===== src/include/lwc_params.svh =====
/*
 * Width and depth constants for the segment framer pipeline.
 * Included by the package and by every module that sizes a port or a counter.
 */
`ifndef LWC_PARAMS_SVH
`define LWC_PARAMS_SVH

// Public data and output word width
`define LWC_WORD_WIDTH 32

// Segment length field in a header word
`define LWC_LEN_WIDTH 16

// End-of-type flag position in a segment header
`define LWC_EOT_BIT 25

// Entries in the queue between parser and framer
`define LWC_FIFO_DEPTH 2

`endif


===== src/lwc_pkg.sv =====
/*
 * Shared types of the segment framer: opcodes, output header types and
 * the item record passed between the pipeline stages.
 */
`default_nettype none

`include "lwc_params.svh"

package lwc_pkg;

    // Instruction opcodes in bits 31:28 of an instruction word
    typedef enum logic [3:0] {
        OP_ENC = 4'b0010,
        OP_DEC = 4'b0011
    } lwc_opcode_e;

    // Type nibble of the words sent on the output port
    typedef enum logic [3:0] {
        HDR_PLAINTEXT      = 4'b0100,
        HDR_CIPHERTEXT     = 4'b0101,
        HDR_STATUS_SUCCESS = 4'b1110
    } lwc_hdr_type_e;

    typedef enum logic {
        ITEM_HDR  = 1'b0,
        ITEM_DATA = 1'b1
    } lwc_item_kind_e;

    // Header items carry the segment length in the low bits of data
    typedef struct packed {
        lwc_item_kind_e              kind;
        logic [`LWC_WORD_WIDTH-1:0]  data;
        logic [2:0]                  size;
        logic                        seg_end;
        logic                        eot;
        logic                        decrypt;
    } lwc_item_t;

endpackage

`default_nettype wire


===== src/lwc_segment_parser.sv =====
/*
 * First pipeline stage. Takes instruction, segment header and data words
 * from the public data input and emits one registered item per header or
 * data word, tagged with byte count, segment end and end-of-type.
 */
`timescale 1ns/1ps
`default_nettype none

`include "lwc_params.svh"

module lwc_segment_parser (
    input  logic                        clk,
    input  logic                        reset,
    input  logic [`LWC_WORD_WIDTH-1:0]  pdi_data,
    input  logic                        pdi_valid,
    output logic                        pdi_ready,
    output lwc_pkg::lwc_item_t          parse_item,
    output logic                        parse_valid,
    input  logic                        parse_ready
);
    import lwc_pkg::*;

    localparam int WORD_W = `LWC_WORD_WIDTH;
    localparam int LEN_W = `LWC_LEN_WIDTH;
    localparam logic [LEN_W-1:0] WORD_BYTES = LEN_W'(4);

    typedef enum logic [1:0] {
        INSTRUCTION,
        HEADER,
        DATA
    } parse_state_e;

    parse_state_e      state;
    parse_state_e      state_next;
    logic              decrypt_q;
    logic              eot_q;
    logic [LEN_W-1:0]  remaining;
    logic [LEN_W-1:0]  remaining_next;
    logic [3:0]        opcode;
    logic [LEN_W-1:0]  seg_len;
    logic              seg_eot;
    logic              last_word;
    logic              pdi_fire;
    logic              item_load;
    lwc_item_t         next_item;

    // Accept when the output register is empty or drains this cycle
    assign pdi_ready = !parse_valid || parse_ready;
    assign pdi_fire = pdi_valid && pdi_ready;

    // Instruction words never produce an item
    assign item_load = pdi_fire && (state != INSTRUCTION);

    assign opcode = pdi_data[WORD_W-1 -: 4];
    assign seg_len = pdi_data[LEN_W-1:0];
    assign seg_eot = pdi_data[`LWC_EOT_BIT];
    assign last_word = (remaining <= WORD_BYTES);

    always_comb begin
        state_next = state;
        remaining_next = remaining;
        next_item = '0;
        next_item.decrypt = decrypt_q;
        case (state)
            INSTRUCTION: begin
                // Unknown opcodes are consumed and dropped
                if ((opcode == OP_ENC) || (opcode == OP_DEC)) begin
                    state_next = HEADER;
                end
            end
            HEADER: begin
                next_item.kind = ITEM_HDR;
                next_item.data = WORD_W'(seg_len);
                next_item.size = 3'd4;
                next_item.seg_end = (seg_len == '0);
                next_item.eot = seg_eot;
                remaining_next = seg_len;
                if (seg_len != '0) begin
                    state_next = DATA;
                end else if (seg_eot) begin
                    state_next = INSTRUCTION;
                end
            end
            DATA: begin
                next_item.kind = ITEM_DATA;
                next_item.data = pdi_data;
                next_item.eot = eot_q;
                next_item.seg_end = last_word;
                if (last_word) begin
                    // Final word of the segment may be partial
                    next_item.size = remaining[2:0];
                    remaining_next = '0;
                    if (eot_q) begin
                        state_next = INSTRUCTION;
                    end else begin
                        state_next = HEADER;
                    end
                end else begin
                    next_item.size = 3'd4;
                    remaining_next = remaining - WORD_BYTES;
                end
            end
            default: begin
                state_next = INSTRUCTION;
            end
        endcase
    end

    always_ff @(posedge clk) begin
        if (reset) begin
            state <= INSTRUCTION;
            decrypt_q <= 1'b0;
            eot_q <= 1'b0;
            remaining <= '0;
            parse_valid <= 1'b0;
        end else begin
            if (pdi_fire) begin
                state <= state_next;
                remaining <= remaining_next;
            end
            if (pdi_fire && (state == INSTRUCTION)) begin
                decrypt_q <= (opcode == OP_DEC);
            end
            if (pdi_fire && (state == HEADER)) begin
                eot_q <= seg_eot;
            end
            if (item_load) begin
                parse_valid <= 1'b1;
            end else if (parse_ready) begin
                parse_valid <= 1'b0;
            end
        end
    end

    always_ff @(posedge clk) begin
        if (item_load) begin
            parse_item <= next_item;
        end
    end

endmodule

`default_nettype wire


===== src/lwc_word_fifo.sv =====
/*
 * Middle pipeline stage. A small circular queue of items that lets the
 * parser keep working while the output port is stalled.
 */
`timescale 1ns/1ps
`default_nettype none

`include "lwc_params.svh"

module lwc_word_fifo (
    input  logic                clk,
    input  logic                reset,
    input  lwc_pkg::lwc_item_t  parse_item,
    input  logic                parse_valid,
    output logic                parse_ready,
    output lwc_pkg::lwc_item_t  queue_item,
    output logic                queue_valid,
    input  logic                queue_ready
);
    import lwc_pkg::*;

    localparam int DEPTH = `LWC_FIFO_DEPTH;
    localparam int PTR_W = (DEPTH > 1) ? $clog2(DEPTH) : 1;
    localparam int CNT_W = $clog2(DEPTH + 1);

    lwc_item_t         mem [DEPTH];
    logic [PTR_W-1:0]  wr_ptr;
    logic [PTR_W-1:0]  rd_ptr;
    logic [CNT_W-1:0]  count;
    logic              wr_en;
    logic              rd_en;

    function automatic logic [PTR_W-1:0] ptr_inc(input logic [PTR_W-1:0] ptr);
        if (ptr == PTR_W'(DEPTH - 1)) begin
            return '0;
        end
        return ptr + 1'b1;
    endfunction

    assign parse_ready = (count != CNT_W'(DEPTH));
    assign queue_valid = (count != '0);
    assign queue_item = mem[rd_ptr];

    assign wr_en = parse_valid && parse_ready;
    assign rd_en = queue_valid && queue_ready;

    always_ff @(posedge clk) begin
        if (reset) begin
            wr_ptr <= '0;
            rd_ptr <= '0;
            count <= '0;
        end else begin
            if (wr_en) begin
                wr_ptr <= ptr_inc(wr_ptr);
            end
            if (rd_en) begin
                rd_ptr <= ptr_inc(rd_ptr);
            end
            // Simultaneous push and pop leaves the count unchanged
            case ({wr_en, rd_en})
                2'b10: count <= count + 1'b1;
                2'b01: count <= count - 1'b1;
                default: count <= count;
            endcase
        end
    end

    always_ff @(posedge clk) begin
        if (wr_en) begin
            mem[wr_ptr] <= parse_item;
        end
    end

endmodule

`default_nettype wire


===== src/lwc_output_framer.sv =====
/*
 * Last pipeline stage. Turns queued items into output header and data
 * words and appends the success status word after an end-of-type segment.
 * The output port is a single register held while do_ready is low.
 */
`timescale 1ns/1ps
`default_nettype none

`include "lwc_params.svh"

module lwc_output_framer (
    input  logic                        clk,
    input  logic                        reset,
    input  lwc_pkg::lwc_item_t          queue_item,
    input  logic                        queue_valid,
    output logic                        queue_ready,
    output logic [`LWC_WORD_WIDTH-1:0]  do_data,
    output logic                        do_valid,
    input  logic                        do_ready,
    output logic                        do_last
);
    import lwc_pkg::*;

    localparam int WORD_W = `LWC_WORD_WIDTH;
    localparam int LEN_W = `LWC_LEN_WIDTH;

    logic               out_free;
    logic               take;
    logic               status_pending;
    lwc_hdr_type_e      hdr_type;
    logic [3:0]         hdr_flags;
    logic [WORD_W-1:0]  item_word;
    logic [WORD_W-1:0]  status_word;

    // Output register can load when empty or accepted this cycle
    assign out_free = !do_valid || do_ready;
    assign queue_ready = out_free && !status_pending;
    assign take = queue_valid && queue_ready;

    assign status_word = {HDR_STATUS_SUCCESS, {(WORD_W-4){1'b0}}};

    // Decrypt reports plaintext and repeats eot in the last flag bit
    assign hdr_type = queue_item.decrypt ? HDR_PLAINTEXT : HDR_CIPHERTEXT;
    assign hdr_flags = {2'b00, queue_item.eot, queue_item.decrypt & queue_item.eot};

    always_comb begin
        if (queue_item.kind == ITEM_HDR) begin
            item_word = {hdr_type, hdr_flags, {(WORD_W-8-LEN_W){1'b0}},
                         queue_item.data[LEN_W-1:0]};
        end else begin
            item_word = queue_item.data;
            // First byte in the top lane and unused tail bytes cleared
            for (int i = 0; i < WORD_W / 8; i++) begin
                if (i >= int'(queue_item.size)) begin
                    item_word[WORD_W-1-8*i -: 8] = 8'h00;
                end
            end
        end
    end

    always_ff @(posedge clk) begin
        if (reset) begin
            do_valid <= 1'b0;
            do_last <= 1'b0;
            status_pending <= 1'b0;
        end else if (out_free) begin
            if (status_pending) begin
                do_valid <= 1'b1;
                do_last <= 1'b1;
                status_pending <= 1'b0;
            end else if (take) begin
                do_valid <= 1'b1;
                do_last <= 1'b0;
                status_pending <= queue_item.seg_end && queue_item.eot;
            end else begin
                do_valid <= 1'b0;
                do_last <= 1'b0;
            end
        end
    end

    always_ff @(posedge clk) begin
        if (out_free) begin
            if (status_pending) begin
                do_data <= status_word;
            end else if (take) begin
                do_data <= item_word;
            end
        end
    end

endmodule

`default_nettype wire


===== src/lwc_framer_top.sv =====
/*
 * Segment framer top level. Parser, item queue and output framer in a
 * three-stage pipeline between the public data input and the output port.
 */
`timescale 1ns/1ps
`default_nettype none

`include "lwc_params.svh"

module lwc_framer_top (
    input  logic                        clk,
    input  logic                        reset,
    input  logic [`LWC_WORD_WIDTH-1:0]  pdi_data,
    input  logic                        pdi_valid,
    output logic                        pdi_ready,
    output logic [`LWC_WORD_WIDTH-1:0]  do_data,
    output logic                        do_valid,
    input  logic                        do_ready,
    output logic                        do_last
);
    import lwc_pkg::*;

    lwc_item_t  parse_item;
    logic       parse_valid;
    logic       parse_ready;
    lwc_item_t  queue_item;
    logic       queue_valid;
    logic       queue_ready;

    lwc_segment_parser lwc_segment_parser_inst (
        .clk         (clk),
        .reset       (reset),
        .pdi_data    (pdi_data),
        .pdi_valid   (pdi_valid),
        .pdi_ready   (pdi_ready),
        .parse_item  (parse_item),
        .parse_valid (parse_valid),
        .parse_ready (parse_ready)
    );

    lwc_word_fifo lwc_word_fifo_inst (
        .clk         (clk),
        .reset       (reset),
        .parse_item  (parse_item),
        .parse_valid (parse_valid),
        .parse_ready (parse_ready),
        .queue_item  (queue_item),
        .queue_valid (queue_valid),
        .queue_ready (queue_ready)
    );

    lwc_output_framer lwc_output_framer_inst (
        .clk         (clk),
        .reset       (reset),
        .queue_item  (queue_item),
        .queue_valid (queue_valid),
        .queue_ready (queue_ready),
        .do_data     (do_data),
        .do_valid    (do_valid),
        .do_ready    (do_ready),
        .do_last     (do_last)
    );

endmodule

`default_nettype wire


===== config.mk =====
export PLATFORM = sky130hd
export DESIGN_NAME = lwc_framer_top
export DESIGN_NICKNAME = d
export VERILOG_FILES = /design/src/lwc_pkg.sv /design/src/lwc_segment_parser.sv /design/src/lwc_word_fifo.sv /design/src/lwc_output_framer.sv /design/src/lwc_framer_top.sv
export VERILOG_INCLUDE_DIRS = /design/src /design/src/include
export SDC_FILE = /design/constraint.sdc
export NUM_CORES = 1
export LEC_CHECK = 0
export ABC_CLOCK_PERIOD_IN_PS = 3880
export BUFFER_PORTS_ARGS = -buffer_cell sky130_fd_sc_hd__buf_2
export CAP_MARGIN = 0
export CORE_MARGIN = 5
export CORE_UTILIZATION = 48
export DETAILED_ROUTE_END_ITERATION = 8
export GPL_TIMING_DRIVEN = 1
export PLACE_DENSITY_LB_ADDON = 0.05
export SKIP_LAST_GASP = 1
export SYNTH_ARGS = -nofsm -noshare
export SYNTH_HDL_FRONTEND = slang
export SYNTH_HIERARCHICAL = 1
export SYNTH_SLANG_ARGS = --single-unit

===== constraint.sdc =====
create_clock -name clk -period 3.88 [get_ports clk]
set_input_delay 0.776 -clock clk [delete_from_list [all_inputs] [get_ports clk]]
set_output_delay 0.776 -clock clk [all_outputs]
set_load 0.05 [all_outputs]

==> flow_summary.toml, run 1 <==
[logic_synthesis]
synth.most_common_cell = "edfxtp_1"
muxShareOfSynthArea_pct = 6.41
yosysWarnings = 6
ys_dominant_reg_cell = "edfxtp_1"
ys_ff_latch = 178
synth_xor_xnor_area_share_pct = 0.367
synth_compound_area_share_pct = 7.21
syn_avg_cell_area_um2 = 14.5
synth_area_leaders = "edfxtp_1 (62%), dfxtp_1 (8.1%), mux2_2 (6.1%)"
synth-simple-area-share_pct = 12.4
synth_top_area_share_pct = 62.5
seq_area_frac_synth_pct = 70.6
async_reset_ff_share_pct = 0
synth_fp_nets = 536
synthDistinctLibCells = 52
synth_edf_count = 149
synth_top_family_by_area = "simple AND/OR/NAND/NOR gates"
ys_top_cells_by_count = "edfxtp_1 (149), and2_1 (57), mux2_2 (39)"
post-synth-top-area-cell = "edfxtp_1"
netlist_instances = 493
synth_fa_ha_area_share_pct = 1.22
netlist_area_um2 = 7160

[min_path]
whs_endpoint = "lwc_word_fifo_inst/mem[0][19]$_DFFE_PP_"
hold_class = "register to register"
hold_depth = 0
hp-start = "lwc_segment_parser_inst/parse_item[19]$_DFFE_PP_"

[drt]
wl_mm = 13.6
via_per_inst = 5.39
num_vias = 4145
drt_iter0_drc = 299
dr.pass1.iters = 4
ant_nets = 0
wire_per_inst_um = 17.7
drc = 0

[run]
cap_viol_max_count = 0

[sta]
min_period_ns = 2.74
rsz0062_at_grt = "no"
setup_viol = 0
max_slew_margin_pct = 32.0
worst_slack_ns = 1.14
timing.setup.tns_ns = 0
min_period_over_period_pct = 70.6
clock_skew_ns = 0.00948
maxSlewViolCount = 0
max_freq_ghz = 0.365
hold_violations = 0
tightest_slew_ns = 1.02

[global_route]
use_met1_pct = 20.4
first_global_vias = 4307
grt.overflow.total = 0
use_met3_pct = 3.82
grt.total_usage_pct = 16.1
grt_busiest_layer = "met2"
met2_usage_pct = 26.5
grt_max_degree = 40
antenna_found_initial = 0
grt_pass1_wl_mm = 22.2

[clocking]
cts_buffers = 17
clockBufferDepth = 2
clk_latency_ns = 0.42
clk_pin_slew_ns = 0.06
h-tree-depth = 4
cts_sinks = 178
cts_resized = 0
post_cts_buffers = 0
ctsHoldBuffers = 0
cts_tree = "yes"
cts_root_buf = "clkbuf_16"

[worst_setup_path]
critical_path_cell_count = 6
path_buf_inv = 1
timing.reg2reg.setup_slack_ns = 1.14
crit_arrival_ns = 3.05
start_kind = "register"
crit_type = "register to register"
cp_cell_sequence = "or4_4, or4_4, o21ai_0, buf_4, o21ai_0, a32o_1"
max_stage_delay_ns = 0.60
cp.required_ns = 4.20
r2r.worst_path.cells = 6
path_max_fanout = 8
r2r-end = "lwc_segment_parser_inst/remaining[12]$_SDFFE_PP0P_"
reg2reg_from = "lwc_segment_parser_inst/remaining[9]$_SDFFE_PP0P_"
end_kind = "register"
cpMaxStageDelayCell = "or4_4"
cp_top_family = "simple AND/OR/NAND/NOR gates"

[die]
die-area_um2 = 17500
fp-row-count = 44
dieHeight_um = 132
ioPinCount = 71
coreArea_um2 = 14600
initial_utilization_pct = 49.1
die_w_um = 132

[power]
cellPowerDensity_nw_per_um2 = 646
vdd_drop_max_uv = 354
p_leak_nw = 2.97
p_total_mw = 5.40

[finish]
drive_above_1_share_pct = 27.7
syn2layout_area_growth_pct = 16.6
antennaDiodeCount = 0
nets = 615
fin_cells = 769
post-route-util_pct = 57.2

[placement]
detailedPlacementHpwl_mm = 8.94
gp_congestion = 0.830
portBuffers = 70
dp_slack_ns = 1.15
placed_cells = 737

[status]
outcome = "finished, final reports clean"
routing by layer:
layer / vias up / routed length, um
met4: 0 / 319
li1: 2005 / -
met2: 80 / 6790
met1: 2034 / 5970
met3: 26 / 518
met5: - / 0
state kept, by name, indices dropped and copies added, names as in the netlist, named ones only:
| signal | flops |
|---|---|
| lwc_segment_parser_inst/state | 2 |
| lwc_segment_parser_inst/decrypt_q | 1 |
| lwc_word_fifo_inst/mem | 78 |
| lwc_word_fifo_inst/count | 2 |
| lwc_word_fifo_inst/rd_ptr | 1 |
| lwc_output_framer_inst/do_valid | 1 |
| lwc_word_fifo_inst/wr_ptr | 1 |
| lwc_segment_parser_inst/remaining | 16 |
| lwc_segment_parser_inst/eot_q | 1 |
| lwc_output_framer_inst/status_pending | 1 |
| lwc_output_framer_inst/do_last | 1 |
| lwc_segment_parser_inst/parse_item | 39 |
| lwc_output_framer_inst/do_data | 32 |
| lwc_segment_parser_inst/parse_valid | 1 |
stage by stage:
step,hold slack (ns),cell area (um^2)
CTS,0.444,8350
detailed placement,0.431,7740
global placement,0.419,7740
finish,0.441,8350
floorplan,0.408,7160
global route,0.453,8350
worst max-delay path by stage:
stage	from	endpoint	slack [ns]
detailed placement	lwc_segment_parser_inst/remaining[9]$_SDFFE_PP0P_	lwc_segment_parser_inst/remaining[12]$_SDFFE_PP0P_	1.15
floorplan	lwc_word_fifo_inst/count[0]$_SDFFE_PP0P_	lwc_segment_parser_inst/parse_item[0]$_DFFE_PP_	0.61
CTS	lwc_segment_parser_inst/remaining[9]$_SDFFE_PP0P_	lwc_segment_parser_inst/remaining[12]$_SDFFE_PP0P_	1.14
finish	lwc_segment_parser_inst/remaining[9]$_SDFFE_PP0P_	lwc_segment_parser_inst/remaining[12]$_SDFFE_PP0P_	1.14
global placement	lwc_segment_parser_inst/remaining[9]$_SDFFE_PP0P_	lwc_segment_parser_inst/remaining[12]$_SDFFE_PP0P_	1.23
global route	lwc_segment_parser_inst/remaining[9]$_SDFFE_PP0P_	lwc_segment_parser_inst/remaining[15]$_SDFFE_PP0P_	0.95
area by class of cell:
class / instances / area (um^2)
multi-input combinational: 282 / 1990
timing repair buffer: 76 / 395
fill: 1173 / 6240
sequential: 178 / 5050
tap: 184 / 230
inverter: 17 / 63.8
clock buffer: 18 / 429
clock inverter: 14 / 185
power breakdown:
group	leakage [nW]	total [mW]	internal, mW	switching (mW)
Combinational	1.07	1.22	0.301	0.924
Clock	0.300	1.77	1.08	0.693
Sequential	1.60	2.40	2.33	0.0757
Total	2.97	5.40	3.70	1.69
layout by cell type (no fill, tap or decap), types with 5 or more instances in the layout:
cell and count:
nor2_1 26, nand2_1 13, a32o_1 6, and3_1 6, nor4_1 8, nand3_1 6
ha_1 7, inv_1 17, edfxtp_1 149, a31oi_1 5, mux2_2 39, and2_1 57
buf_4 6, o21a_1 6, clkbuf_16 17, o21ai_0 16, a21oi_1 22, dfxtp_1 29
nor3_1 6, buf_2 70
logic make-up after synthesis:
group | after synthesis
buffers and inverters | 33
and+or+nand+nor | 153
DFF | 178
muxes | 41
xor gates and xnor gates | 3
adders and majority gates | 7
AOI/OAI and AO/OA | 78
Note: power is estimated with default switching activity, not from simulation.
==> run 2: changes to the inputs <==
Settings changed: ABC_CLOCK_PERIOD_IN_PS 3880 to 2300.
Clock period 3.88 ns to 2.3 ns, I/O delays scaled along.
==> flow_summary.toml, run 2 (synthesized netlist as in run 1, its figures left out) <==
[status]
outcome = "finished with violations"
violations = "setup timing"

[sta]
min_period_over_period_pct = 100
rsz0062_at_grt = "yes"
fin_hold_ws_ns = 0.273
min_period_ns = 2.30
worst_slack_ns = -0.00369
hold_violations = 0
maxSlewViolCount = 0
timing.setup.tns_ns = -0.00369
clock_skew_ns = 0.00810
max_freq_ghz = 0.434
tightest_slew_ns = 0.553
max_slew_margin_pct = 63.1
setup_viol = 1

[run]
cap_viol_max_count = 0

[finish]
num-fill-cells = 1158
post-route-util_pct = 59.1
largest_reg_flops = 78
drive_above_1_share_pct = 31.6
nets = 638
syn2layout_area_growth_pct = 20.4
antennaDiodeCount = 0
top_regs = "lwc_word_fifo_inst/mem (78), lwc_segment_parser_inst/parse_item (39), lwc_output_framer_inst/do_data (32)"
top_register = "lwc_word_fifo_inst/mem"
final_common_cell = "edfxtp_1"
mostFrequentLayoutCells = "edfxtp_1 (149), buf_2 (70), and2_1 (57)"

[placement]
gp_congestion = 0.844
portBuffers = 70
dp_slack_ns = -0.0475
detailedPlacementHpwl_mm = 9.65

[clocking]
h-tree-depth = 4
cts_root_buf = "clkbuf_16"
clk_pin_slew_ns = 0.07
cts_buffers = 17
cts_tree = "yes"
clk_latency_ns = 0.42
cts_sinks = 178
clockBufferDepth = 2

[drt]
num_vias = 4269
via_per_inst = 5.39
wirelength_met1_mm = 6.13
wire_per_inst_um = 18.0
wl_met2_mm = 7.29
ant_nets = 0
drt_iter0_drc = 197
topRoutingLayerUsed = "met4"
dr.pass1.iters = 5
met3_length_um = 610
drc = 0
wl_mm = 14.3

[min_path]
hold_class = "input pin to register"

[worst_setup_path]
cp_top_family = "simple AND/OR/NAND/NOR gates"
path_buf_inv = 0
path_max_fanout = 4
max_stage_delay_ns = 0.54
crit_path_frequent_cell = "or4_4"
cp.required_ns = 2.66
cpMaxStageDelayCell = "or4_4"
crit_type = "register to register"
end_kind = "register"
cp_cell_sequence = "or4_4, or4_4, o21a_1, or4_4, a21oi_2"
crit_arrival_ns = 2.66
timing.reg2reg.setup_slack_ns = -0.004
start_kind = "register"

[global_route]
grt.total_usage_pct = 17.0
grt.overflow.total = 0
grt_pass1_wl_mm = 23.3
antenna_found_initial = 0
grt_max_degree = 41
first_global_vias = 4500

[die]
dieHeight_um = 132
die_w_um = 132
die-area_um2 = 17500
ioPinCount = 71
coreArea_um2 = 14600
fp-row-count = 44
initial_utilization_pct = 49.1

[power]
vdd_drop_max_uv = 542
p_leak_nw = 3.12
cellPowerDensity_nw_per_um2 = 1080
-- run 2: cell count changes in the layout (fill, tap and decap cells not counted), sizes merged --
cell | before | now
bufinv | 4 | 5
buf | 76 | 99
inv | 20 | 22
clkbuf | 18 | 17
clkinv | 6 | 4
-- run 2: final timing paths --
check / start / to / cells after the start
min: reset / lwc_segment_parser_inst/decrypt_q$_SDFFE_PP0P_ / 2
max: lwc_segment_parser_inst/remaining[12]$_SDFFE_PP0P_ / lwc_segment_parser_inst/state[0]$_SDFFE_PP0P_ / 5
max reg2reg: lwc_segment_parser_inst/remaining[12]$_SDFFE_PP0P_ / lwc_segment_parser_inst/state[0]$_SDFFE_PP0P_ / 5
min reg2reg: lwc_segment_parser_inst/parse_item[16]$_DFFE_PP_ / lwc_word_fifo_inst/mem[1][16]$_DFFE_PP_ / 0
-- run 2: routing by layer --
| layer | global-route usage [%] | vias to the layer above |
|---|---|---|
| met4 | 7.18 | 0 |
| met2 | 28.6 | 117 |
| met3 | 3.24 | 18 |
| met1 | 21.6 | 2087 |
| li1 | - | 2047 |
| met5 | 0 | - |
-- run 2: what timing repair did --
| item | 4_1_cts | 5_1_grt |
|---|---|---|
| pin swaps | 2 | 5 |
| hold buffers | 0 | 0 |
| setup buffers | 1 | 2 |
| setup endpoints to repair | 5 | 5 |
| endpoints found under the hold margin | 0 | 0 |
| resized for setup | 3 | 3 |
-- run 2: power by group --
part	leakage, nW	total [mW]	internal (mW)	switching, mW
clock network	0.320	3.16	1.94	1.21
registers	1.60	4.04	3.92	0.114
logic	1.20	2.16	0.561	1.60
total	3.12	9.35	6.43	2.92
-- run 2: cell type report --
cell class	instances	area (um^2)	share of cell area, %
well taps	184	230	2.67
inverters	17	63.8	0.740
flip-flops and latches	178	5060	58.6
clock inverters	15	228	2.64
clock buffers	17	425	4.93
multi-input cells	282	2000	23.2
repair buffers	99	622	7.21
-- run 2: stage by stage --
stage                     std cells  cell area [um^2]  power (mW)
after detailed placement        757              7920        6.28
after floorplan                 493              7170        5.72
final                           792              8630        9.35
after CTS                       790              8590        9.45
after global routing            792              8630        9.72
after global placement          757              7920        6.27
